**config.mk**
```make
export PLATFORM = sky130hd
export DESIGN_NAME = wordMem
export DESIGN_NICKNAME = d
export VERILOG_FILES = /design/src/source/cpuPkg.sv /design/src/source/wordMem.sv
export SDC_FILE = /design/constraint.sdc
export NUM_CORES = 2
export LEC_CHECK = 0
export ABC_AREA = 1
export BUFFER_PORTS_ARGS = -buffer_cell sky130_fd_sc_hd__clkbuf_2
export CAP_MARGIN = 20
export CORE_MARGIN = 2
export CORE_UTILIZATION = 45
export DETAILED_ROUTE_END_ITERATION = 8
export GPL_TIMING_DRIVEN = 1
export SYNTH_ARGS = -nofsm -noshare
export SYNTH_HDL_FRONTEND = slang
export SYNTH_SLANG_ARGS = --single-unit
export TNS_END_PERCENT = 10
```
**constraint.sdc**
```tcl
create_clock -name clk -period 5.7 [get_ports clk]
set_input_delay 0.285 -clock clk [delete_from_list [all_inputs] [get_ports clk]]
set_output_delay 0.285 -clock clk [all_outputs]
set_load 0.01 [all_outputs]
```
**src/source/cpuPkg.sv**
```systemverilog
package cpuPkg;

    localparam int xlen = 32;
    localparam int regAddrBits = 5;
    localparam int imemWords = 128;
    localparam int dmemWords = 64;
    localparam int memIdxBits = $clog2(imemWords);   // wide enough for either memory
    localparam int apbAddrBits = 12;

    localparam logic [6:0] opLui    = 7'b0110111;
    localparam logic [6:0] opAuipc  = 7'b0010111;
    localparam logic [6:0] opJal    = 7'b1101111;
    localparam logic [6:0] opJalr   = 7'b1100111;
    localparam logic [6:0] opBranch = 7'b1100011;
    localparam logic [6:0] opLoad   = 7'b0000011;
    localparam logic [6:0] opStore  = 7'b0100011;
    localparam logic [6:0] opAluImm = 7'b0010011;
    localparam logic [6:0] opAluReg = 7'b0110011;

    localparam logic [2:0] f3Add  = 3'b000;   // also SUB
    localparam logic [2:0] f3Sll  = 3'b001;
    localparam logic [2:0] f3Slt  = 3'b010;
    localparam logic [2:0] f3Sltu = 3'b011;
    localparam logic [2:0] f3Xor  = 3'b100;
    localparam logic [2:0] f3Srl  = 3'b101;   // also SRA
    localparam logic [2:0] f3Or   = 3'b110;
    localparam logic [2:0] f3And  = 3'b111;

    localparam logic [2:0] f3Beq  = 3'b000;
    localparam logic [2:0] f3Bne  = 3'b001;
    localparam logic [2:0] f3Blt  = 3'b100;
    localparam logic [2:0] f3Bge  = 3'b101;
    localparam logic [2:0] f3Bltu = 3'b110;
    localparam logic [2:0] f3Bgeu = 3'b111;

    localparam logic [2:0] f3Word = 3'b010;   // only LW and SW are supported
    localparam logic [6:0] f7Alt  = 7'b0100000;

    // APB byte addresses, memory bases sit on 512 byte boundaries
    localparam logic [apbAddrBits-1:0] imemBase = 12'h000;
    localparam logic [apbAddrBits-1:0] dmemBase = 12'h400;
    localparam logic [apbAddrBits-1:0] ctrlAddr = 12'h800;
    localparam logic [apbAddrBits-1:0] pcAddr   = 12'h804;

    typedef logic [xlen-1:0] word_t;

    typedef struct packed {
        logic [6:0]             opcode;
        logic [regAddrBits-1:0] rd;
        logic [regAddrBits-1:0] rs1;
        logic [regAddrBits-1:0] rs2;
        logic [2:0]             funct3;
        logic [6:0]             funct7;
        word_t                  immI;
        word_t                  immS;
        word_t                  immB;
        word_t                  immU;
        word_t                  immJ;
        logic                   badOpcode;
    } decoded_t;

    typedef struct packed {
        logic                   psel;
        logic                   penable;
        logic                   pwrite;
        logic [apbAddrBits-1:0] paddr;
        word_t                  pwdata;
    } apbReq_t;

    typedef struct packed {
        word_t prdata;
        logic  pready;
        logic  pslverr;
    } apbRsp_t;

    typedef struct packed {
        logic [memIdxBits-1:0] idx;   // word index, not byte address
        word_t                 wdata;
        logic                  wen;
    } memReq_t;

endpackage

```
**src/source/wordMem.sv**
```systemverilog
`timescale 1ns/1ps

module wordMem #(
    parameter int depth = 64
) (
    input  logic             clk,
    input  cpuPkg::memReq_t  req,
    output cpuPkg::word_t    rdata
);

    cpuPkg::word_t              mem [depth];
    logic [$clog2(depth)-1:0]   idx;

    // upper index bits drop off, so addresses wrap at the memory size
    assign idx = req.idx[$clog2(depth)-1:0];

    always_ff @(posedge clk) begin
        if (req.wen) begin
            mem[idx] <= req.wdata;
        end
    end

    assign rdata = mem[idx];   // async read

endmodule

```
==> results.md <==
- Flop pwr share: 52.7%
- Crit path time final: 3960 ps
- Delay-heaviest family, CP: buffers and inverters
- Cell taking the most area after synthesis: edfxtp_1
- DR DRC count: 0
- Library cells used by synthesis: 20
- Core ar.: 190000 sq um
- Most common cell in the synthesized netlist: nand2_1
- WS Path Type: in -> out
- Root buffer cell: clkbuf_16
- Largest cells by area after synthesis: edfxtp_1 72%, nand2_1 25%, buf_2 1.4%
- Clock tree buffer depth: 3
- Setup Viol. Count Final: 0
- Rel. slew slack: 9.93%
- Outcome: completed
- Synthesized area per cell: 10.2 sq um
- Initial antenna violation count: 9
- Vias in the first global route: 53079
- IO Pins: 73
- Buffers on Ports: 71
- Slew Viols, Final: 0
- Hold WS: 148 ps
- Actual slew at the worst max-slew pin: 1350 ps
- Final ANT Viol Nets: 0
- Routed length per placed instance: 21.6 um
- Clock transition at path regs: 60 ps
- Power density over the cells: 330 nW/um^2
- Die height: 441 um
- DR vias/cell: 5.15
- Clock network fraction of design power: 41.1%
- Post-Layout Cell Count: 11134
- RSZ-0062 raised after global routing: false
- Std-Cell Rows: 160
- Startpoint Class: input port
- Final-report hold violation count: 0
- TritonCTS Buffers: 210
- Most used DFF post-synth: edfxtp_1
- Hold Path Stages: 2
- WP data required: 5410 ps
- Critical path peak fanout: 73
- Slack of the critical path: 1740 ps
- First-pass iteration count of the detailed router: 6
- Final wirelength: 241000 um
- # hold bufs at CTS: 2
- Initial Utilization: 45.2%
- Layout cells sized above 1: 7.16%
- Synth-to-Final Area Change: 11.8%
- Synth top cells by count: 5728 x nand2_1, 2048 x edfxtp_1, 244 x buf_2, 137 x nor2_1, 136 x clkbuf_1
- NetSw: 7.29 mW
- Slowest CP cell: buf_4
- Final setup TNS: 0 ps
- Internal Dissipation: 24.4 mW
- CP peak stage delay: 830 ps
- Detailed Route Iter0 Violations: 5847
- Dpl hpwl: 130000 um
- Placed Cells: 10742
- Worst vdd ir: 318 uV
- Register with the most flip-flops: mem
- Vias: 57378
- Flops & latches, synth: 2048
- Placer Congestion: 0.820
- Max frequency: 253 MHz
- Post-Syn Nets: 8449
- Total Nets Final: 8487
- Die footprint: 194000 sq um
- Hold wc startpoint: req[11]
- CTS tree: built
- Synth Cell Area: 85900 sq um
- Die width: 441 um
- Post-CTS setup repair buffer count: 0
- Period utilization: 69.4%
- Switch share: 23.0%
- Number of flops mapped to enable cells by yosys: 2048
- Post-synth ARST share: 0%
- CTS H-Tree Depth: 4
- Largest net degree at the start of global routing: 187
- Tightest Hold Check Type: in -> reg
- GRT Util Overall: 24.6%
- Synth top area share: 71.6%
- Critical path arrival: 3670 ps
- First-pass GRT wire length: 352000 um
- Cell chain of the critical path: buf_8, buf_4, buf_4, nand2_1, nand2_1, nand2_1, nand2_1, nand2_1, nand2_1, nand2_1, nand2_1, nor2_1, nand2_1, clkbuf_2
- Crit path top cell by count: nand2_1
- GRT overflow: 0
- Crit end category: primary output
- Cts repair resizes: 0
- Register area share after synthesis: 71.6%
- Largest regs: mem: 2048 flops
- Leakage: 39.9 nW
- Yosys warns: 0
- Combinational cell fraction of total power: 6.3%
- Clock Sink Count: 2048
- Crit path buffers/inverters: 4
- Max-Cap Viols: 0
- Worst Hold Path EP: mem[2][10]$_DFFE_PP_
- Number of flip-flops in the largest register: 2048
- Worst slack, placed: 1810 ps
- Utilization after layout: 50.6%
- Cells after synthesis: 8408
==> layer usage <==
layer / up-vias / global-route usage [%] / routed length (um)
li1: 27276 / - / -
met1: 27755 / 34.1 / 101000
met2: 2005 / 40.0 / 115000
met3: 342 / 3.97 / 18400
met4: 0 / 7.38 / 6660
met5: - / 0 / 0
==> stage by stage <==
step	area (sq um)	total power, mW
5_1_grt	96000	32.7
6_report	96000	31.7
3_3_place_gp	89500	19.0
4_1_cts	96000	31.9
2_1_floorplan	85900	18.1
3_5_place_dp	89500	19.0
==> area by class of cell <==
class / count / area, sq um
fillers: 16831 / 93800
diodes: 5 / 12.5
inverters: 30 / 135
repair buffers: 248 / 1980
flip-flops and latches: 2048 / 61500
clock inverters: 123 / 890
multi-input cells: 5908 / 22800
clock buffers: 261 / 5530
well taps: 2511 / 3140
==> power groups by stage <==
stage	combinational (mW)	clock [mW]	sequential, mW
4_1_cts	1.99	13.2	16.7
3_5_place_dp	1.98	0	17.0
6_report	1.99	13.0	16.7
3_3_place_gp	1.96	0	17.0
5_1_grt	2.20	13.8	16.7
2_1_floorplan	1.10	0	17.0
==> worst max-delay path by stage <==
stage / startpoint / endpoint / slack [ps] / cells past startpoint
6_report: req[33] / rdata[14] / 1740 / 14
5_1_grt: req[33] / rdata[14] / 1530 / 14
4_1_cts: req[33] / rdata[2] / 1800 / 14
3_5_place_dp: req[33] / rdata[2] / 1810 / 14
3_3_place_gp: req[33] / rdata[2] / 1800 / 14
2_1_floorplan: req[33] / mem[41][0]$_DFFE_PP_ / 1130 / 6
==> logic make-up (layout without fill, tap and decap cells) <==
kind of cell	count (synthesis)	count (layout)	synth area share (%)
DFF	2048	2048	71.6
buffers and inverters	452	662	2.41
other	0	5	0
and+or+nand+nor	5896	5896	25.9
AOI/OAI and AO/OA	12	12	0.0845
==> cells in the final DEF, fill, tap and decap left out <==
| cell type | Yosys | final |
|---|---|---|
| clkbuf_1 | 136 | 47 |
| clkbuf_2 | 0 | 61 |
| buf_4 | 11 | 154 |
| inv_16 | 0 | 1 |
| clkinvlp_4 | 0 | 5 |
| nand2_1 | 5728 | 5728 |
| nand4_1 | 2 | 2 |
| buf_2 | 244 | 7 |
| edfxtp_1 | 2048 | 2048 |
| buf_8 | 0 | 3 |
| clkinv_4 | 0 | 1 |
| clkinv_2 | 0 | 38 |
| dlygate4sd3_1 | 0 | 2 |
| buf_12 | 0 | 21 |
| nor3_4 | 0 | 7 |
| inv_8 | 0 | 3 |
| inv_2 | 14 | 11 |
| clkinv_1 | 0 | 57 |
| or2_1 | 1 | 1 |
| nand3_1 | 13 | 13 |
| bufinv_16 | 0 | 10 |
| nor2_4 | 0 | 62 |
| o21ai_1 | 2 | 2 |
| inv_6 | 0 | 8 |
| or2_2 | 5 | 5 |
| diode_2 | 0 | 5 |
| nor4_2 | 0 | 2 |
| nor3_2 | 7 | 1 |
| clkinv_8 | 0 | 3 |
| o21ai_0 | 5 | 5 |
| o211ai_1 | 5 | 5 |
| inv_1 | 16 | 16 |
| clkbuf_16 | 0 | 214 |
| nor2_1 | 137 | 75 |
(Power assumes the default switching activity.)
