[src/source/cpuPkg.sv]
package cpuPkg;

    localparam int xlen = 32;
    localparam int regAddrBits = 5;
    localparam int imemWords = 128;
    localparam int dmemWords = 64;
    localparam int memIdxBits = $clog2(imemWords);   // wide enough for either memory
    localparam int apbAddrBits = 12;

    localparam logic [6:0] opLui    = 7'b0110111;
    localparam logic [6:0] opAuipc  = 7'b0010111;
    localparam logic [6:0] opJal    = 7'b1101111;
    localparam logic [6:0] opJalr   = 7'b1100111;
    localparam logic [6:0] opBranch = 7'b1100011;
    localparam logic [6:0] opLoad   = 7'b0000011;
    localparam logic [6:0] opStore  = 7'b0100011;
    localparam logic [6:0] opAluImm = 7'b0010011;
    localparam logic [6:0] opAluReg = 7'b0110011;

    localparam logic [2:0] f3Add  = 3'b000;   // also SUB
    localparam logic [2:0] f3Sll  = 3'b001;
    localparam logic [2:0] f3Slt  = 3'b010;
    localparam logic [2:0] f3Sltu = 3'b011;
    localparam logic [2:0] f3Xor  = 3'b100;
    localparam logic [2:0] f3Srl  = 3'b101;   // also SRA
    localparam logic [2:0] f3Or   = 3'b110;
    localparam logic [2:0] f3And  = 3'b111;

    localparam logic [2:0] f3Beq  = 3'b000;
    localparam logic [2:0] f3Bne  = 3'b001;
    localparam logic [2:0] f3Blt  = 3'b100;
    localparam logic [2:0] f3Bge  = 3'b101;
    localparam logic [2:0] f3Bltu = 3'b110;
    localparam logic [2:0] f3Bgeu = 3'b111;

    localparam logic [2:0] f3Word = 3'b010;   // only LW and SW are supported
    localparam logic [6:0] f7Alt  = 7'b0100000;

    // APB byte addresses, memory bases sit on 512 byte boundaries
    localparam logic [apbAddrBits-1:0] imemBase = 12'h000;
    localparam logic [apbAddrBits-1:0] dmemBase = 12'h400;
    localparam logic [apbAddrBits-1:0] ctrlAddr = 12'h800;
    localparam logic [apbAddrBits-1:0] pcAddr   = 12'h804;

    typedef logic [xlen-1:0] word_t;

    typedef struct packed {
        logic [6:0]             opcode;
        logic [regAddrBits-1:0] rd;
        logic [regAddrBits-1:0] rs1;
        logic [regAddrBits-1:0] rs2;
        logic [2:0]             funct3;
        logic [6:0]             funct7;
        word_t                  immI;
        word_t                  immS;
        word_t                  immB;
        word_t                  immU;
        word_t                  immJ;
        logic                   badOpcode;
    } decoded_t;

    typedef struct packed {
        logic                   psel;
        logic                   penable;
        logic                   pwrite;
        logic [apbAddrBits-1:0] paddr;
        word_t                  pwdata;
    } apbReq_t;

    typedef struct packed {
        word_t prdata;
        logic  pready;
        logic  pslverr;
    } apbRsp_t;

    typedef struct packed {
        logic [memIdxBits-1:0] idx;   // word index, not byte address
        word_t                 wdata;
        logic                  wen;
    } memReq_t;

endpackage

[src/source/instrDecode.sv]
`timescale 1ns/1ps

module instrDecode (
    input  cpuPkg::word_t    instr,
    output cpuPkg::decoded_t dec
);

    always_comb begin
        dec.opcode = instr[6:0];
        dec.rd     = instr[11:7];
        dec.funct3 = instr[14:12];
        dec.rs1    = instr[19:15];
        dec.rs2    = instr[24:20];
        dec.funct7 = instr[31:25];

        dec.immI = {{20{instr[31]}}, instr[31:20]};
        dec.immS = {{20{instr[31]}}, instr[31:25], instr[11:7]};
        dec.immB = {{19{instr[31]}}, instr[31], instr[7], instr[30:25], instr[11:8], 1'b0};
        dec.immU = {instr[31:12], 12'b0};
        dec.immJ = {{11{instr[31]}}, instr[31], instr[19:12], instr[20], instr[30:21], 1'b0};

        case (instr[6:0])
            cpuPkg::opLui,
            cpuPkg::opAuipc,
            cpuPkg::opJal,
            cpuPkg::opJalr,
            cpuPkg::opBranch,
            cpuPkg::opLoad,
            cpuPkg::opStore,
            cpuPkg::opAluImm,
            cpuPkg::opAluReg: dec.badOpcode = 1'b0;
            default:          dec.badOpcode = 1'b1;   // includes all-zero and all-one words
        endcase
    end

endmodule

[src/source/regFile.sv]
`timescale 1ns/1ps

module regFile (
    input  logic                           clk,
    input  logic                           rst,
    input  logic [cpuPkg::regAddrBits-1:0] rs1Addr,
    input  logic [cpuPkg::regAddrBits-1:0] rs2Addr,
    input  logic [cpuPkg::regAddrBits-1:0] rdAddr,
    input  cpuPkg::word_t                  rdData,
    input  logic                           rdWen,
    output cpuPkg::word_t                  rs1Data,
    output cpuPkg::word_t                  rs2Data
);

    cpuPkg::word_t regs [2**cpuPkg::regAddrBits];

    always_ff @(posedge clk) begin
        if (!rst) begin
            for (int i = 0; i < 2**cpuPkg::regAddrBits; i++) begin
                regs[i] <= '0;
            end
        end else if (rdWen && rdAddr != '0) begin   // x0 stays zero
            regs[rdAddr] <= rdData;
        end
    end

    assign rs1Data = regs[rs1Addr];
    assign rs2Data = regs[rs2Addr];

endmodule

[src/source/aluExec.sv]
`timescale 1ns/1ps

module aluExec (
    input  cpuPkg::decoded_t dec,
    input  cpuPkg::word_t    rs1Data,
    input  cpuPkg::word_t    rs2Data,
    output cpuPkg::word_t    result,
    output logic             illegal
);

    logic          isReg;
    logic          isAlu;
    logic          isShift;
    logic          f7Zero;
    logic          f7IsAlt;
    logic          altAllowed;
    logic [4:0]    shamt;
    cpuPkg::word_t opB;

    assign isReg = dec.opcode == cpuPkg::opAluReg;
    assign isAlu = isReg || dec.opcode == cpuPkg::opAluImm;
    assign opB   = isReg ? rs2Data : dec.immI;
    assign shamt = opB[4:0];   // immI[4:0] is the shamt field for the immediate form

    // for shift-immediates funct7 lines up with immI[11:5]
    assign f7Zero  = dec.funct7 == 7'b0;
    assign f7IsAlt = dec.funct7 == cpuPkg::f7Alt;

    always_comb begin
        case (dec.funct3)
            cpuPkg::f3Add: begin
                if (isReg && f7IsAlt) begin
                    result = rs1Data - opB;
                end else begin
                    result = rs1Data + opB;
                end
            end
            cpuPkg::f3Sll:  result = rs1Data << shamt;
            cpuPkg::f3Slt:  result = {31'b0, $signed(rs1Data) < $signed(opB)};
            cpuPkg::f3Sltu: result = {31'b0, rs1Data < opB};
            cpuPkg::f3Xor:  result = rs1Data ^ opB;
            cpuPkg::f3Srl: begin
                if (f7IsAlt) begin
                    result = $signed(rs1Data) >>> shamt;   // SRA / SRAI
                end else begin
                    result = rs1Data >> shamt;
                end
            end
            cpuPkg::f3Or:   result = rs1Data | opB;
            default:        result = rs1Data & opB;   // f3And
        endcase
    end

    // upper bits only matter for register forms and the two shift immediates
    assign isShift    = dec.funct3 == cpuPkg::f3Sll || dec.funct3 == cpuPkg::f3Srl;
    assign altAllowed = dec.funct3 == cpuPkg::f3Srl || (isReg && dec.funct3 == cpuPkg::f3Add);
    assign illegal    = isAlu && (isReg || isShift) && !(f7Zero || (f7IsAlt && altAllowed));

endmodule

[src/source/nextPc.sv]
`timescale 1ns/1ps

module nextPc (
    input  cpuPkg::decoded_t dec,
    input  cpuPkg::word_t    pc,
    input  cpuPkg::word_t    rs1Data,
    input  cpuPkg::word_t    rs2Data,
    output cpuPkg::word_t    pcNext,
    output cpuPkg::word_t    linkAddr,
    output logic             illegal
);

    logic          taken;
    logic          badBranchF3;
    cpuPkg::word_t jalrSum;

    always_comb begin
        badBranchF3 = 1'b0;
        case (dec.funct3)
            cpuPkg::f3Beq:  taken = rs1Data == rs2Data;
            cpuPkg::f3Bne:  taken = rs1Data != rs2Data;
            cpuPkg::f3Blt:  taken = $signed(rs1Data) < $signed(rs2Data);
            cpuPkg::f3Bge:  taken = $signed(rs1Data) >= $signed(rs2Data);
            cpuPkg::f3Bltu: taken = rs1Data < rs2Data;
            cpuPkg::f3Bgeu: taken = rs1Data >= rs2Data;
            default: begin   // 010 and 011
                taken = 1'b0;
                badBranchF3 = 1'b1;
            end
        endcase
    end

    assign linkAddr = pc + 32'd4;
    assign jalrSum  = rs1Data + dec.immI;

    always_comb begin
        case (dec.opcode)
            cpuPkg::opBranch: pcNext = taken ? pc + dec.immB : linkAddr;
            cpuPkg::opJal:    pcNext = pc + dec.immJ;
            cpuPkg::opJalr:   pcNext = {jalrSum[31:1], 1'b0};
            default:          pcNext = linkAddr;
        endcase
    end

    assign illegal = (dec.opcode == cpuPkg::opBranch && badBranchF3) ||
                     (dec.opcode == cpuPkg::opJalr && dec.funct3 != 3'b000);

endmodule

[src/source/cpuCore.sv]
`timescale 1ns/1ps

module cpuCore (
    input  logic            clk,
    input  logic            rst,
    input  logic            step,
    input  logic            start,
    input  cpuPkg::word_t   instr,
    input  cpuPkg::word_t   dmemData,
    output cpuPkg::memReq_t imemReq,
    output cpuPkg::memReq_t dmemReq,
    output cpuPkg::word_t   pc,
    output logic            halted
);

    cpuPkg::decoded_t dec;
    cpuPkg::word_t    rs1Data;
    cpuPkg::word_t    rs2Data;
    cpuPkg::word_t    rdData;
    cpuPkg::word_t    aluResult;
    cpuPkg::word_t    pcNextVal;
    cpuPkg::word_t    linkAddr;
    cpuPkg::word_t    dataAddr;
    logic             aluIllegal;
    logic             pcIllegal;
    logic             isLoad;
    logic             isStore;
    logic             memIllegal;
    logic             targetMisaligned;
    logic             illegal;
    logic             retire;
    logic             writesRd;

    instrDecode i_instrDecode (
        .instr (instr),
        .dec   (dec)
    );

    regFile i_regFile (
        .clk     (clk),
        .rst     (rst),
        .rs1Addr (dec.rs1),
        .rs2Addr (dec.rs2),
        .rdAddr  (dec.rd),
        .rdData  (rdData),
        .rdWen   (retire && writesRd),
        .rs1Data (rs1Data),
        .rs2Data (rs2Data)
    );

    aluExec i_aluExec (
        .dec     (dec),
        .rs1Data (rs1Data),
        .rs2Data (rs2Data),
        .result  (aluResult),
        .illegal (aluIllegal)
    );

    nextPc i_nextPc (
        .dec      (dec),
        .pc       (pc),
        .rs1Data  (rs1Data),
        .rs2Data  (rs2Data),
        .pcNext   (pcNextVal),
        .linkAddr (linkAddr),
        .illegal  (pcIllegal)
    );

    assign isLoad   = dec.opcode == cpuPkg::opLoad;
    assign isStore  = dec.opcode == cpuPkg::opStore;
    assign dataAddr = rs1Data + (isStore ? dec.immS : dec.immI);

    // word accesses only
    assign memIllegal = (isLoad || isStore) &&
                        (dec.funct3 != cpuPkg::f3Word || dataAddr[1:0] != 2'b00);
    assign targetMisaligned = pcNextVal[1:0] != 2'b00;   // JALR with bit 1 set lands here

    assign illegal = dec.badOpcode || aluIllegal || pcIllegal || memIllegal || targetMisaligned;
    assign retire  = step && !illegal;

    assign writesRd = !(isStore || dec.opcode == cpuPkg::opBranch);

    always_comb begin
        case (dec.opcode)
            cpuPkg::opLui:   rdData = dec.immU;
            cpuPkg::opAuipc: rdData = pc + dec.immU;
            cpuPkg::opJal,
            cpuPkg::opJalr:  rdData = linkAddr;
            cpuPkg::opLoad:  rdData = dmemData;
            default:         rdData = aluResult;
        endcase
    end

    always_comb begin
        imemReq.idx   = pc[cpuPkg::memIdxBits+1:2];
        imemReq.wdata = '0;
        imemReq.wen   = 1'b0;   // fetch port never writes
        dmemReq.idx   = dataAddr[cpuPkg::memIdxBits+1:2];
        dmemReq.wdata = rs2Data;
        dmemReq.wen   = retire && isStore;
    end

    always_ff @(posedge clk) begin
        if (!rst) begin
            pc     <= '0;
            halted <= 1'b0;
        end else if (start) begin
            pc     <= '0;
            halted <= 1'b0;
        end else if (retire) begin
            pc <= pcNextVal;
        end else if (step) begin
            halted <= 1'b1;   // pc stays on the offending instruction
        end
    end

endmodule

[config.mk]
export PLATFORM = sky130hd
export DESIGN_NAME = cpuCore
export DESIGN_NICKNAME = d
export VERILOG_FILES = /design/src/source/cpuPkg.sv /design/src/source/instrDecode.sv /design/src/source/regFile.sv /design/src/source/aluExec.sv /design/src/source/nextPc.sv /design/src/source/cpuCore.sv
export SDC_FILE = /design/constraint.sdc
export NUM_CORES = 2
export LEC_CHECK = 0
export ABC_AREA = 0
export BUFFER_PORTS_ARGS = -buffer_cell sky130_fd_sc_hd__buf_2
export CAP_MARGIN = 20
export CORE_MARGIN = 2
export CORE_UTILIZATION = 50
export DETAILED_ROUTE_END_ITERATION = 10
export PLACE_DENSITY_LB_ADDON = 0.2
export SETUP_SLACK_MARGIN = 0.02
export SKIP_LAST_GASP = 1
export SLEW_MARGIN = 20
export SYNTH_ARGS = -nofsm -noshare
export SYNTH_HDL_FRONTEND = slang
export SYNTH_SLANG_ARGS = --single-unit
[constraint.sdc]
create_clock -name clk -period 10 [get_ports clk]
set_input_delay 2 -clock clk [delete_from_list [all_inputs] [get_ports clk]]
set_output_delay 2 -clock clk [all_outputs]
set_load 0.05 [all_outputs]
==> metrics.txt <==
Least-Margin Pin Slew 1.33 ns; clock share of power 0.347; CTS root buffer clkbuf_16; dpl hpwl 232 mm; crit start category input pin; final non-filler cell total approximately 8700; worst-skew pair later-pin latency approximately 0.8 ns; number of global-route vias before repair roughly 60000; largest net degree at the start of global routing 69; Max Cap Viol 0; Syn Area/Cell approximately 11 sq um; Design Area, Final ~80000 sq um; clk buf depth 3; first-pass GRT wire length between 400 and 500 mm; met1 Use GR 0.583; Critical Path Fanout Max 11; Yosys cell types between 100 and 150; Warnings, synthesis 0; Critical Path End Type primary output; Sw Share 0.335; Initial DRC Count roughly 11000; mapped cell area 72300 sq um; DP Cell Count 8440; Die Y 384 um; Hold Vio Cnt, Final 0; cts bufs inserted ~110; number of port buffers between 100 and 150; CTS clk-pin slew, worst paths approximately 0.07 ns; Synth Register Bits ~1100; Die Span X about 380 um; Async SR Flop Fraction 0; worst setup path class in2out; fin crit period between 9 and 10 ns; met3 usage 0.153; first drt pass iteration count 10; Final Core Density 0.560; Top FF cell, synth edfxtp_1; final hold slack a little under 0.6 ns; Slew Viols, Final 0; Clock Sinks approximately 1100; Global Route Usage Sum 0.465; EDFF count, synth 1024; Worst slew margin 0.114; setup TNS 0 ns; worst r2r src i_regFile.regs[20][11]; Worst EP required 8.00 ns; DRC viols 0; fmax between 100 and 150 MHz; grt ovf 0; WL final around 350 mm; TritonCTS clock tree built; sequential element share of the synthesized area 0.434; Core ar. between 100000 and 150000 sq um; # nets final a little under 7000; Layout area overhead 11.1%; Int Pwr between 0.008 and 0.009 W; Layout Skew about 0.066 ns; part of the power in combinational logic 0.256; NetSw roughly 0.0043 W; final setup fails 0; placed inst area 76500 sq um; met2 usage 0.672; std cell rows between 100 and 150; Hold Crit Class reg2reg; VDD IR-drop max 0.163 mV; Min-Delay Startpoint pc[10]; via count between 60000 and 70000; unrepaired setup endpoints after global routing false; PwrDens about 160 nW/um^2; Final period util 0.994; worst setup path start instr[16]; routability cong. around 1.1; initial antenna violation count 8; layout cells sized above 1 0.188; part of the power in registers 0.398; post-route ant nets 0; Leakage Power roughly 30 nW; die area roughly 150000 sq um; cts hold-fix bufs 0; initial core utilization 0.504; io pins around 180; Vias/cell between 7 and 8; routed length per instance 40.5 um; Most Crowded Layer GR met2; Post-Synthesis Cells between 6000 and 7000; Worst EP arrival roughly 7.9 ns; status complete, no violations; htree depth 3
## logic make-up after synthesis
family / count (synthesis) / synth area share
adder cells (fa/ha/maj): 226 / 0.0398
AND/OR/NAND/NOR: 1940 / 0.128
other: 1 / 0.0000519
buffers and inverters: 817 / 0.0527
XOR/XNOR: 132 / 0.0160
AO/OA/AOI/OAI: 1497 / 0.138
flip-flops: 1057 / 0.434
multiplexers: 932 / 0.191
## what timing repair did
action | in CTS | in global routing
gates resized for setup | 0 | 2
buffers inserted | 0 | 0
setup endpoints to repair | 0 | 1
## per-layer routing
metal	up-vias	routed length [um]
li1	25100	-
met3	1516	52600
met1	30900	119000
met5	-	25
met4	4	32400
met2	5741	146000
## cells in the mapped netlist (all sizes together) (41+ instances only)
master,instances,area [sq um]
edfxtp,1024,30700
nor2,895,3440
mux2i,562,5650
a21oi,359,1810
mux4,355,8000
clkbuf,350,1310
nand2,349,1310
buf,295,1850
o21ai,261,1310
ha,219,2740
nor2b,213,1330
inv,171,642
a22oi,146,1100
o22ai,145,907
nand3,94,490
xnor2,86,753
a31oi,73,463
a21o,62,465
a211oi,57,438
nor3,56,285
nor4,52,387
nand4,49,307
xor2,46,403
o211ai,41,318
## worst paths after layout
check                           end  cells after the start  slack, ns
min reg2reg                  pc[10]                      2       0.60
max                      dmemReq[0]                     21       0.06
max reg2reg  i_regFile.regs[31][26]                     17       2.45
min                          pc[10]                      2       0.60
## area by class of cell
cell class | count | area, sq um
Multi-Input combinational cell | 4792 | 37800
Sequential cell | 1057 | 31400
Antenna cell | 3 | 7.51
Tap cell | 1903 | 2380
Clock inverter | 87 | 1030
Fill cell | 12300 | 63100
Timing Repair Buffer | 516 | 4270
Clock buffer | 124 | 2850
Inverter | 172 | 646
## flip-flops by register name, indices dropped and copies added (netlist names)
name	flops
halted	1
pc	32
i_regFile.regs	1024
## power by group through the flow
stage                     Clock [W]  Sequential [W]  Combinational, W
after floorplan                   0         0.00515           0.00190
after global placement            0         0.00519           0.00311
after detailed placement          0         0.00519           0.00312
after CTS                   0.00444         0.00510           0.00313
after global routing        0.00461         0.00512           0.00334
final                       0.00445         0.00511           0.00329
## per-stage QoR
| step | worst slack (ns) | total power [W] |
|---|---|---|
| final | 0.0590 | 0.0128 |
| after global routing | 0.0428 | 0.0131 |
| after CTS | 0.364 | 0.0127 |
| after detailed placement | 0.381 | 0.00832 |
| after global placement | 0.459 | 0.00831 |
| after floorplan | 0.0288 | 0.00705 |
## cells in the final DEF (no fill, tap or decap), types with 33 or more instances in the layout
cell	instances
a211oi_1	55
xnor2_1	86
inv_1	161
a31oi_1	70
nor2b_1	209
conb_1	65
and3b_1	35
a22oi_1	145
a21o_1	62
a21oi_1	357
and3_1	38
xor2_1	46
nor2_1	858
o211ai_1	39
buf_12	57
o22ai_1	145
ha_1	219
nand2_1	287
dfxtp_1	33
nor4_1	44
o21ai_0	256
nand2_2	62
edfxtp_1	1024
buf_4	313
clkbuf_16	112
buf_2	140
nand3_1	89
nor3_1	53
mux2i_1	558
nand4_1	49
nor2_2	35
mux4_2	355
## worst max-delay path: stages
cell and delay [ns]:
buf_2 0.27, buf_4 0.27, nor2b_4 0.69, buf_4 0.29, a22oi_1 0.08, nand4_1 0.14, nand3_1 0.26, ha_1 0.39
a21oi_1 0.12, o21ai_0 0.36, a221oi_1 0.59, nor2b_1 0.14, nor4_1 0.33, mux2_2 0.38, o211ai_1 0.20, buf_4 0.22
mux2i_1 0.28, o21ai_1 0.12, nor3_1 0.31, buf_4 0.19, buf_2 0.26
No activity file was read; power rests on OpenSTA's default activity.
