### src/source/cpuPkg.sv
package cpuPkg;

    localparam int xlen = 32;
    localparam int regAddrBits = 5;
    localparam int imemWords = 128;
    localparam int dmemWords = 64;
    localparam int memIdxBits = $clog2(imemWords);   // wide enough for either memory
    localparam int apbAddrBits = 12;

    localparam logic [6:0] opLui    = 7'b0110111;
    localparam logic [6:0] opAuipc  = 7'b0010111;
    localparam logic [6:0] opJal    = 7'b1101111;
    localparam logic [6:0] opJalr   = 7'b1100111;
    localparam logic [6:0] opBranch = 7'b1100011;
    localparam logic [6:0] opLoad   = 7'b0000011;
    localparam logic [6:0] opStore  = 7'b0100011;
    localparam logic [6:0] opAluImm = 7'b0010011;
    localparam logic [6:0] opAluReg = 7'b0110011;

    localparam logic [2:0] f3Add  = 3'b000;   // also SUB
    localparam logic [2:0] f3Sll  = 3'b001;
    localparam logic [2:0] f3Slt  = 3'b010;
    localparam logic [2:0] f3Sltu = 3'b011;
    localparam logic [2:0] f3Xor  = 3'b100;
    localparam logic [2:0] f3Srl  = 3'b101;   // also SRA
    localparam logic [2:0] f3Or   = 3'b110;
    localparam logic [2:0] f3And  = 3'b111;

    localparam logic [2:0] f3Beq  = 3'b000;
    localparam logic [2:0] f3Bne  = 3'b001;
    localparam logic [2:0] f3Blt  = 3'b100;
    localparam logic [2:0] f3Bge  = 3'b101;
    localparam logic [2:0] f3Bltu = 3'b110;
    localparam logic [2:0] f3Bgeu = 3'b111;

    localparam logic [2:0] f3Word = 3'b010;   // only LW and SW are supported
    localparam logic [6:0] f7Alt  = 7'b0100000;

    // APB byte addresses, memory bases sit on 512 byte boundaries
    localparam logic [apbAddrBits-1:0] imemBase = 12'h000;
    localparam logic [apbAddrBits-1:0] dmemBase = 12'h400;
    localparam logic [apbAddrBits-1:0] ctrlAddr = 12'h800;
    localparam logic [apbAddrBits-1:0] pcAddr   = 12'h804;

    typedef logic [xlen-1:0] word_t;

    typedef struct packed {
        logic [6:0]             opcode;
        logic [regAddrBits-1:0] rd;
        logic [regAddrBits-1:0] rs1;
        logic [regAddrBits-1:0] rs2;
        logic [2:0]             funct3;
        logic [6:0]             funct7;
        word_t                  immI;
        word_t                  immS;
        word_t                  immB;
        word_t                  immU;
        word_t                  immJ;
        logic                   badOpcode;
    } decoded_t;

    typedef struct packed {
        logic                   psel;
        logic                   penable;
        logic                   pwrite;
        logic [apbAddrBits-1:0] paddr;
        word_t                  pwdata;
    } apbReq_t;

    typedef struct packed {
        word_t prdata;
        logic  pready;
        logic  pslverr;
    } apbRsp_t;

    typedef struct packed {
        logic [memIdxBits-1:0] idx;   // word index, not byte address
        word_t                 wdata;
        logic                  wen;
    } memReq_t;

endpackage

### src/source/apbRegs.sv
`timescale 1ns/1ps

module apbRegs (
    input  logic            clk,
    input  logic            rst,
    input  cpuPkg::apbReq_t apbIn,
    output cpuPkg::apbRsp_t apbOut,
    input  logic            halted,
    input  cpuPkg::word_t   pc,
    input  cpuPkg::memReq_t coreImemReq,
    input  cpuPkg::memReq_t coreDmemReq,
    output cpuPkg::memReq_t imemReq,
    output cpuPkg::memReq_t dmemReq,
    input  cpuPkg::word_t   imemData,
    input  cpuPkg::word_t   dmemData,
    output logic            step,
    output logic            start
);

    logic run;
    logic access;
    logic wrAccess;
    logic imemHit;
    logic dmemHit;
    logic ctrlHit;
    logic pcHit;
    logic slvErr;

    assign access   = apbIn.psel && apbIn.penable;   // second cycle of the transfer
    assign wrAccess = access && apbIn.pwrite;

    assign imemHit = apbIn.paddr >= cpuPkg::imemBase &&
                     apbIn.paddr < cpuPkg::imemBase + cpuPkg::imemWords * 4;
    assign dmemHit = apbIn.paddr >= cpuPkg::dmemBase &&
                     apbIn.paddr < cpuPkg::dmemBase + cpuPkg::dmemWords * 4;
    assign ctrlHit = apbIn.paddr == cpuPkg::ctrlAddr;
    assign pcHit   = apbIn.paddr == cpuPkg::pcAddr;

    always_ff @(posedge clk) begin
        if (!rst) begin
            run <= 1'b0;
        end else if (wrAccess && ctrlHit) begin
            run <= apbIn.pwdata[0];
        end
    end

    assign start = wrAccess && ctrlHit && apbIn.pwdata[0];
    assign step  = run && !halted;

    // bus owns both memories only while stopped
    always_comb begin
        imemReq = coreImemReq;
        dmemReq = coreDmemReq;
        if (!run) begin
            imemReq.idx   = apbIn.paddr[cpuPkg::memIdxBits+1:2];   // bases are 512 byte aligned
            imemReq.wdata = apbIn.pwdata;
            imemReq.wen   = wrAccess && imemHit;
            dmemReq.idx   = apbIn.paddr[cpuPkg::memIdxBits+1:2];
            dmemReq.wdata = apbIn.pwdata;
            dmemReq.wen   = wrAccess && dmemHit;
        end
    end

    assign slvErr = !(imemHit || dmemHit || ctrlHit || pcHit) ||
                    (run && (imemHit || dmemHit)) ||
                    (pcHit && apbIn.pwrite);

    always_comb begin
        apbOut.pready  = 1'b1;   // no wait states
        apbOut.pslverr = access && slvErr;
        if (imemHit) begin
            apbOut.prdata = imemData;
        end else if (dmemHit) begin
            apbOut.prdata = dmemData;
        end else if (ctrlHit) begin
            apbOut.prdata = {30'b0, halted, run};
        end else if (pcHit) begin
            apbOut.prdata = pc;
        end else begin
            apbOut.prdata = '0;
        end
    end

endmodule

### config.mk
export PLATFORM = sky130hd
export DESIGN_NAME = apbRegs
export DESIGN_NICKNAME = d
export VERILOG_FILES = /design/src/source/cpuPkg.sv /design/src/source/apbRegs.sv
export SDC_FILE = /design/constraint.sdc
export NUM_CORES = 1
export LEC_CHECK = 0
export BUFFER_PORTS_ARGS = -buffer_cell sky130_fd_sc_hd__buf_2
export CELL_PAD_IN_SITES_DETAIL_PLACEMENT = 1
export CELL_PAD_IN_SITES_GLOBAL_PLACEMENT = 1
export CORE_AREA = 2 2 133 135
export DETAILED_ROUTE_END_ITERATION = 10
export DIE_AREA = 0 0 135 137
export MAX_ROUTING_LAYER = met4
export PLACE_DENSITY_LB_ADDON = 0.1
export SYNTH_ARGS = -nofsm -noshare
export SYNTH_HDL_FRONTEND = slang
export SYNTH_SLANG_ARGS = --single-unit
### constraint.sdc
create_clock -name clk -period 1.5 [get_ports clk]
set_input_delay 0.075 -clock clk [delete_from_list [all_inputs] [get_ports clk]]
set_output_delay 0.075 -clock clk [all_outputs]
set_load 0.05 [all_outputs]
==> impl_results.md, run 1 <==
* Status: complete, but fails checks
* Failing checks: negative setup slack
* Placed insts at 907
* Syn Std Cell Area at 1842 um2
* Cell taking the most area after synthesis: nand2_1
* Seq/Total Area, Yosys at 0.01087
* RePlAce Congestion at 0.7998
* Synth Area in Compound Gates at 0.2629
* VDD IR-drop max at 0.1066 mV
* Drt pass-1 iters at 4
* Final Skew at 0 ns
* Top reg by flops: run
* # fillers at 2191
* Clock latency on the worst-skew pair at 0 ns
* LEAKAGE at 2.469 nW
* Critical Path Source Type: input port
* Largest net degree at the start of global routing at 40
* Period utilisation layout at 1.158
* Post-DP HPWL at 12480 um
* Via density at 4.087
* Synth Area in XOR/XNOR at 0
* Post-synthesis mux area share at 0.01155
* Synth area leaders: nand2_1, o2bb2ai_1, nand2b_1
* Asr flop ratio synth at 0
* Placed Instance Area at 4373 um2
* Crit path time final at 1.737 ns
* Sum Neg Setup Slack at -6.531 ns
* Die Height at 137 um
* Worst Path Arrival at 1.66 ns
* Required @ worst endpoint at 1.42 ns
* Wire per inst at 16.53 um
* Starting Density at 0.1080
* Most frequent cells in the layout: buf_2, nand2_1, nand2_2
* Fin cells at 915
* Yosys warning total at 0
* Core ar. at 17060 um2
* FF+latch count, synth at 1
* Num rows at 48
* Final setup fails at 34
* Cells after synthesis at 352
* Max Cap Viol at 0
* WL final at 15120 um
* Area Overhead vs Synth at 172.6%
* Max Slew Vio Count at 0
* Design area at 5021 um2
* Synth Area in Adders at 0
* # IOs at 342
* Multi-input gate area in the final layout at 2390 um2
* CP Class: in2out
* Final Power at 1.475 mW
* RSZ-0062 raised after global routing: true
* Yosys cell types at 33
* Hold_buf cts at 0
* Clk slew on worst S/H paths at 0 ns
* Global-route wire length before repair at 21380 um
* Hold Path Origin: rst
* Post-synth EDFFs at 0
* Crit Path Max Fanout at 8
* Min setup slack post-route at -0.2367 ns
* Regs by FF count: run: 1 flops
* Max reg flops at 1
* Main synth FF type: dfxtp_1
* FMAX at 575.8 MHz
* Mapped Avg Cell Area at 5.232 um2
* Global route total overflow at 0
* Post-Synth Simple-Gate Area at 0.6332
* Vias in the first global route at 3935
* Commonest non-fill, non-tap cell in the layout: buf_2
* Die width at 135 um
* Detailed Route Iter0 Violations at 49
* Synth top area share at 0.3281
* Final Hold Fails at 0
* Initial antenna violation count at 1
* FF-to-FF Start: run$_SDFFE_PN0P_
* CP Launch Point: apbIn[33]
* Syn nets at 578
* Pwr Density at 293.7 nW/um2
* Fraction of layout cells with a size suffix above 1 at 0.6894
* Port Buffers at 340
* Die Area at 18500 um2
* Sequential Area at 23.77 um2
* Nets at 917
* GR Util All Layers at 0.1517
* Critical Path End Type: output port
* HP Class: in2reg
* Post-route DRC at 0
* Combinational family with the most area after synthesis: simple AND/OR/NAND/NOR gates
* Vias at 3740
* Antenna Nets Post-Route at 0
* Post-place setup slack at -0.3587 ns
kinds of logic after synthesis:
group	count (synthesis)
other	1
multiplexers	2
AO/OA/AOI/OAI	70
buffers and inverters	32
AND/OR/NAND/NOR	246
flip-flops	1
critical path: stages:
cell	delay (ns)
buf_6	0.09
or4_4	0.54
nor4_4	0.23
buf_6	0.15
buf_6	0.10
buf_16	0.16
o2bb2ai_4	0.13
buf_6	0.17
report_power, final:
group | leakage [nW] | switching [mW] | internal [mW]
clock network | 0.00000634 | 0 | 0.0000000891
registers | 0.00886 | 0.00000631 | 0.0253
logic | 2.46 | 0.941 | 0.508
total | 2.47 | 0.941 | 0.533
routing by layer:
| layer | vias to the layer above | global-route usage | share of wire |
|---|---|---|---|
| met4 | 0 | 0 | 0.0029 |
| met5 | - | - | 0 |
| li1 | 1831 | - | - |
| met1 | 1701 | 0.1599 | 0.36 |
| met2 | 202 | 0.3167 | 0.57 |
| met3 | 6 | 0.01852 | 0.072 |
worst paths after layout:
kind              cells after the start  slack (ns)                to
setup / recovery                      8       -0.24        apbOut[15]
hold / removal                        3        0.34  run$_SDFFE_PN0P_
setup reg to reg                      2        0.71  run$_SDFFE_PN0P_
hold reg to reg                       2        0.61  run$_SDFFE_PN0P_
stage by stage:
stage | utilization | hold WS (ns)
3_3_place_gp | 0.2564 | 0.3372
3_5_place_dp | 0.2564 | 0.3403
5_1_grt | 0.2944 | 0.3513
6_report | 0.2944 | 0.3378
2_1_floorplan | - | 0.2171
4_1_cts | 0.2868 | 0.3409
synthesized netlist by cell type, drive strengths merged (2+ instances only):
master / number
nor4: 2
o2bb2ai: 30
or4: 2
and2b: 3
inv: 3
buf: 4
clkbuf: 25
o22ai: 2
nor2b: 31
nand2b: 39
o41ai: 2
nand2: 161
a21oi: 32
cell type report:
type / instances / share of cell area
Multi-Input combinational cell: 319 / 0.4760
Timing Repair Buffer: 366 / 0.4605
Tap cell: 225 / 0.05607
Sequential cell: 1 / 0.004735
Inverter: 3 / 0.002243
Antenna cell: 1 / 0.0004984
what timing repair did:
item | in CTS | in global routing
pin swaps | 6 | 5
setup endpoints to repair | 36 | 35
cloned | 3 | 0
resized for setup | 97 | 23
setup buffers | 5 | 2
(Power assumes the default switching activity.)
==> run 2: changes to the inputs <==
RECOVER_POWER = 100   (was not set)
clock period = 1.7 ns   (was 1.5 ns; I/O delays follow)
==> run 2 against run 1 <==
Against the previous run: the flow still finishes with violations (negative setup slack); register-to-register slack gained 0.03 ns; setup slack gained 0.15 ns; hold slack gained 0.016 ns; sequential cell count is the same; clock skew is the same; first-iteration DRC count is the same; via count shrank 1.7%; global-route usage shrank 1.7 points; highest routed layer unchanged.
==> impl_results.md, run 2 (synthesis results as in run 1) <==
* Status: complete, but fails checks (unchanged)
* Failing checks: negative setup slack (unchanged)
* CP Class: in2out (unchanged)
* Sequential Area at 21.27 um2 (was 23.77 um2)
* RePlAce Congestion at 0.7892 (was 0.7998)
* WL final at 14870 um (was 15120 um)
* Starting Density at 0.1080 (unchanged)
* Via density at 4.015 (was 4.087)
* Max reg flops at 1 (unchanged)
* Worst path max stage delay at 0.59 ns (was 0.54 ns)
* RSZ-0062 raised after global routing: true (unchanged)
* HP Class: in2reg (unchanged)
* LEAKAGE at 2.365 nW (was 2.469 nW)
* Crit path buffers/inverters at 4 (was 5)
* Die Height at 137 um (unchanged)
* Slew HR at 0.5540
* Critical Path Source Type: input port (unchanged)
* # fillers at 2188 (was 2191)
* Crit-path cells: buf_6, or4_4, nor4_4, buf_6, clkbuf_16, o2bb2ai_2, buf_6 (was buf_6, or4_4, nor4_4, buf_6, buf_6, buf_16, o2bb2ai_4, buf_6)
* Post-route DRC at 0 (unchanged)
* FMAX at 560.1 MHz
* Commonest non-fill, non-tap cell in the layout: buf_2 (unchanged)
* Initial antenna violation count at 7 (was 1)
* Period utilisation layout at 1.050
* Final setup fails at 30 (was 34)
* Critical Path End Type: output port (unchanged)
* Clk slew on worst S/H paths at 0 ns (about the same)
* Post-place setup slack at -0.1808 ns (was -0.3587 ns)
* Pwr Density at 271.6 nW/um2 (was 293.7 nW/um2)
* Final Hold Fails at 0 (unchanged)
* Area Overhead vs Synth at 149.0% (was 172.6%)
* Worst path most repeated cell: buf_6 (unchanged)
* Largest net degree at the start of global routing at 36 (was 40)
* Core ar. at 17060 um2 (unchanged)
* Port Buffers at 340 (unchanged)
* Global-route wire length before repair at 19220 um (was 21380 um)
* Crit path time final at 1.785 ns
* Vias in the first global route at 3733 (was 3935)
* Cell family with most CP delay: simple AND/OR/NAND/NOR gates (unchanged)
* GR Util All Layers at 0.1349 (was 0.1517)
* Die Area at 18500 um2 (unchanged)
* Multi-input gate area in the final layout at 2098 um2 (was 2390 um2)
* Max Cap Viol at 0 (unchanged)
* Final core utilization at 0.2689 (was 0.2944)
* Max Slew Vio Count at 0 (unchanged)
* Detailed Route Iter0 Violations at 49 (unchanged)
* Min setup slack post-route at -0.08538 ns (was -0.2367 ns)
* Crit Path Max Fanout at 7 (was 8)
* Top reg by flops: run (unchanged)
* VDD IR-drop max at 0.1027 mV (was 0.1066 mV)
* Sum Neg Setup Slack at -1.690 ns (was -6.531 ns)
* Hold_buf cts at 0 (unchanged)
* Final Skew at 0 ns (unchanged)
* Most frequent cells in the layout: buf_2, nand2_1, nand2b_1 (was buf_2, nand2_1, nand2_2)
* Global route total overflow at 0 (unchanged)
* Critical Path Slowest Stage Cell: or4_4 (unchanged)
* Antenna Nets Post-Route at 0 (unchanged)
* Slew @ Worst Pin at 0.6719 ns
* Nets at 912 (was 917)
* Clock latency on the worst-skew pair at 0 ns (about the same)
* Post-DP HPWL at 12140 um (was 12480 um)
* Fraction of layout cells with a size suffix above 1 at 0.5731 (was 0.6894)
* # IOs at 342 (unchanged)
* Drt pass-1 iters at 4 (unchanged)
* Worst Path Arrival at 1.70 ns (was 1.66 ns)
* Regs by FF count: run: 1 flops (unchanged)
* Wire per inst at 16.23 um (was 16.53 um)
* Required @ worst endpoint at 1.62 ns (was 1.42 ns)
* Die width at 135 um (unchanged)
* Vias at 3678 (was 3740)
* Num rows at 48 (unchanged)
[run 2: changes by cell type in the layout (fill, tap and decap cells not counted), moves of 8 or more]
| cell | change |
|---|---|
| nand2_1 | +60 |
| nand2_2 | -60 |
| buf_2 | -29 |
| clkbuf_2 | +26 |
| clkbuf_1 | +10 |
| buf_8 | -8 |
[run 2: layer usage]
metal,vias up,GRT usage,part of all wire,wire length (um)
met5,-,-,0,0
met4,0,0.01852,0.013,196
met3,10,0.05148,0.11,1564
met2,199,0.2829,0.57,8528
met1,1640,0.1131,0.31,4576
li1,1829,-,-,-
[run 2: report_power, final]
part | leakage [nW] | internal (mW) | switching (mW)
Combinational | 2.36 | 0.416 | 0.806
Sequential | 0.00857 | 0.0239 | 0.00000561
Clock | 0.0000444 | 0.000000552 | 0
[run 2: worst reg2reg max path, delay by kind of cell, from the launching register on]
family	cells	cell delay, ns
muxes	1	0.14
and+or+nand+nor	1	0.09
DFF	1	0.65
[run 2: per-stage QoR]
stage                     power (mW)  cells  hold slack, ns  instance area, um2
after CTS                      1.159    904          0.3545                3960
after global routing           1.325    916          0.3700                4586
after global placement         1.129    904          0.3422                3867
after floorplan               0.6740    352          0.2271                1868
after detailed placement       1.135    904          0.3537                3867
final                          1.245    916          0.3534                4586
[run 2: repair_timing]
item | in CTS | in global routing
endpoints found under the setup margin | 35 | 32
resized for setup | 36 | 90
hold endpoints to repair | 0 | 0
pin swaps | 0 | 3
gates cloned | 0 | 3
buffers inserted | 0 | 2
[run 2: final timing paths]
check	slack [ns]	cells after the start	start	end
max	-0.09	7	apbIn[40]	apbOut[30]
min reg2reg	0.69	2	run$_SDFFE_PN0P_	run$_SDFFE_PN0P_
max reg2reg	0.74	2	run$_SDFFE_PN0P_	run$_SDFFE_PN0P_
min	0.35	3	rst	run$_SDFFE_PN0P_
[run 2: area by class of cell]
cell class                      count  share of cell area
Sequential cell                     1            0.004638
Timing Repair Buffer              361              0.4701
Inverter                            3            0.002456
Antenna cell                        7            0.003820
Multi-Input combinational cell    319              0.4576
Tap cell                          225             0.06139
==> run 3: changes to the inputs <==
ABC_AREA = 1   (was not set)
CAP_MARGIN = 30   (was not set)
CORE_AREA = 2 2 131 133   (was 2 2 133 135)
DIE_AREA = 0 0 133 135   (was 0 0 135 137)
==> run 3 against run 2 <==
Against the previous run: the flow now finishes without violations; clock skew stayed put; die area is 2.9% lower; core utilization is 4.3 points lower; critical endpoint is now apbOut[18].
==> impl_results.md, run 3 <==
* Max Cap Viol at 0 (unchanged)
* Critical Path Source Type: input port (unchanged)
* # IOs at 342 (unchanged)
* FMAX at 647.2 MHz (was 560.1 MHz)
* WL final at 14880 um (was 14870 um)
* Required @ worst endpoint at 1.62 ns (about the same)
* Post-route DRC at 0 (unchanged)
* Starting Density at 0.1081 (was 0.1080)
* Commonest cells in the netlist: nand2_1, nand3_1, buf_2 (was nand2_1, nand2b_1, a21oi_1)
* Detailed Route Iter0 Violations at 92 (was 49)
* Worst R2R Path Depth at 3 (was 2)
* Pwr Density at 296.5 nW/um2 (was 271.6 nW/um2)
* Main synth FF type: dfxtp_1 (unchanged)
* Max reg flops at 1 (unchanged)
* Fin cells at 947 (was 916)
* Fraction of layout cells with a size suffix above 1 at 0.4993 (was 0.5731)
* CP Class: in2out (unchanged)
* Design area at 3706 um2 (was 4586 um2)
* Final Skew at 0 ns (unchanged)
* Initial antenna violation count at 0 (was 7)
* Slew HR at 0.6021 (was 0.5540)
* Crit Path Max Fanout at 12 (was 7)
* Post-DP HPWL at 13010 um (was 12140 um)
* Asr flop ratio synth at 0 (unchanged)
* Hold path cells at 3 (unchanged)
* Global route total overflow at 0 (unchanged)
* Crit path buffers/inverters at 4 (unchanged)
* Cells after synthesis at 406 (was 352)
* Final Power at 1.099 mW (was 1.245 mW)
* Sum Neg Setup Slack at 0 ns (was -1.690 ns)
* Core ar. at 16410 um2 (was 17060 um2)
* HP Class: in2reg (unchanged)
* Critical Path Slowest Stage Cell: clkbuf_2 (was or4_4)
* Number of cells on the critical path at 8 (was 7)
* Vias in the first global route at 4037 (was 3733)
* Post-synth EDFFs at 0 (unchanged)
* Top reg by flops: run (unchanged)
* Post-CTS Setup Inserts at 0 (unchanged)
* Die Area at 17960 um2 (was 18500 um2)
* Port Buffers at 340 (unchanged)
* Max Slew Vio Count at 0 (unchanged)
* Hold_buf cts at 0 (unchanged)
* Final Hold Fails at 0 (unchanged)
* GR Util All Layers at 0.1579 (was 0.1349)
* RePlAce Congestion at 0.9233 (was 0.7892)
* Antenna Nets Post-Route at 0 (unchanged)
* Worst Path Arrival at 1.46 ns (was 1.70 ns)
* Period utilisation layout at 0.9089 (was 1.050)
* Syn nets at 632 (was 578)
* Most frequent cells in the layout: nand2_1, buf_2, clkbuf_2 (was buf_2, nand2_1, nand2b_1)
* Syn Std Cell Area at 1774 um2 (was 1842 um2)
* Num rows at 47 (was 48)
* Regs by FF count: run: 1 flops (unchanged)
* Commonest non-fill, non-tap cell in the layout: nand2_1 (was buf_2)
* Area Overhead vs Synth at 108.9% (was 149.0%)
* LEAKAGE at 2.340 nW (was 2.365 nW)
* VDD IR-drop max at 0.1139 mV (was 0.1027 mV)
* Yosys cell types at 21 (was 33)
* Vias at 3846 (was 3678)
* Crit-path cells: buf_2, nor2_2, inv_2, nor2_8, buf_4, nand3_1, nand3_1, clkbuf_2 (was buf_6, or4_4, nor4_4, buf_6, clkbuf_16, o2bb2ai_2, buf_6)
* Crit path time final at 1.545 ns (was 1.785 ns)
* Cell taking the most area after synthesis: nand2_1 (unchanged)
* Placed Instance Area at 3729 um2 (was 3867 um2)
* Clk slew on worst S/H paths at 0 ns (about the same)
* Cell family with most CP delay: buffers and inverters (was simple AND/OR/NAND/NOR gates)
* Worst path most repeated cell: nand3_1 (was buf_6)
* Synth top area share at 0.5712 (was 0.3281)
* Via density at 4.061 (was 4.015)
* Global-route wire length before repair at 22010 um (was 19220 um)
* Seq/Total Area, Yosys at 0.01128 (was 0.01087)
* Slew @ Worst Pin at 0.5969 ns (was 0.6719 ns)
* Die width at 133 um (was 135 um)
* Die Height at 135 um (was 137 um)
* Count leader, synth: nand2_1 (unchanged)
* Final hold slack at 0.3362 ns (was 0.3534 ns)
* FF+latch count, synth at 1 (unchanged)
* Worst path max stage delay at 0.28 ns (was 0.59 ns)
* Post-CTS sizing at 0 (was 36)
* Final setup fails at 0 (was 30)
* Placed insts at 947 (was 904)
* Synth area leaders: nand2_1, nand3_1, buf_2 (was nand2_1, o2bb2ai_1, nand2b_1)
* Clock latency on the worst-skew pair at 0 ns (about the same)
* Yosys warning total at 0 (unchanged)
* Drt pass-1 iters at 4 (unchanged)
* Largest net degree at the start of global routing at 83 (was 36)
* Status: complete, no violations (was complete, but fails checks)
* Wire per inst at 15.71 um (was 16.23 um)
* Critical Path End Type: output port (unchanged)
* Total inserted antenna cells at 0 (was 7)
* Nets at 955 (was 912)
* Mapped Avg Cell Area at 4.370 um2 (was 5.232 um2)
* RSZ-0062 raised after global routing: false (was true)
run 3: stage by stage:
step	utilization	worst slack, ns
2_1_floorplan	-	0.08099
3_3_place_gp	0.2273	0.1540
3_5_place_dp	0.2273	0.1518
4_1_cts	0.2273	0.1478
5_1_grt	0.2259	0.03273
6_report	0.2259	0.1548
run 3: kinds of logic after synthesis:
family / after synthesis / synth area share
AND/OR/NAND/NOR: 363 / 0.8653
flip-flops: 1 / 0.01128
other: 1 / 0.002114
buffers and inverters: 37 / 0.1100
AO/OA/AOI/OAI: 4 / 0.01128
run 3: final cells by class:
type	instances	area, um2
inverters	11	41.29
flip-flops and latches	1	21.27
multi-input cells	368	1559
well taps	220	275.3
fillers	2273	12700
repair buffers	347	1809
run 3: worst paths after layout:
kind                         start               end  slack [ns]
setup reg to reg  run$_SDFFE_PN0P_  run$_SDFFE_PN0P_        0.55
setup / recovery         apbIn[41]        apbOut[18]        0.15
hold / removal                 rst  run$_SDFFE_PN0P_        0.34
hold reg to reg   run$_SDFFE_PN0P_  run$_SDFFE_PN0P_        0.82
run 3: power by group:
part | internal, mW | switching [mW] | total, mW | leakage, nW
logic | 0.328 | 0.747 | 1.08 | 2.33
registers | 0.0239 | 0.000000472 | 0.0239 | 0.00857
clock network | 0 | 0 | 0 | 0
total | 0.352 | 0.747 | 1.10 | 2.34
run 3: layer usage:
layer  share of wire  up-vias  global-route usage
met2            0.55      207              0.3175
met4           0.011        0             0.01434
met5               0        -                   -
met1            0.35     1724              0.1600
met3           0.086        8             0.03641
li1                -     1907                   -
run 3: worst min-delay path: stages:
cell	delay (ns)
buf_2	0.10
inv_1	0.05
a21oi_1	0.05
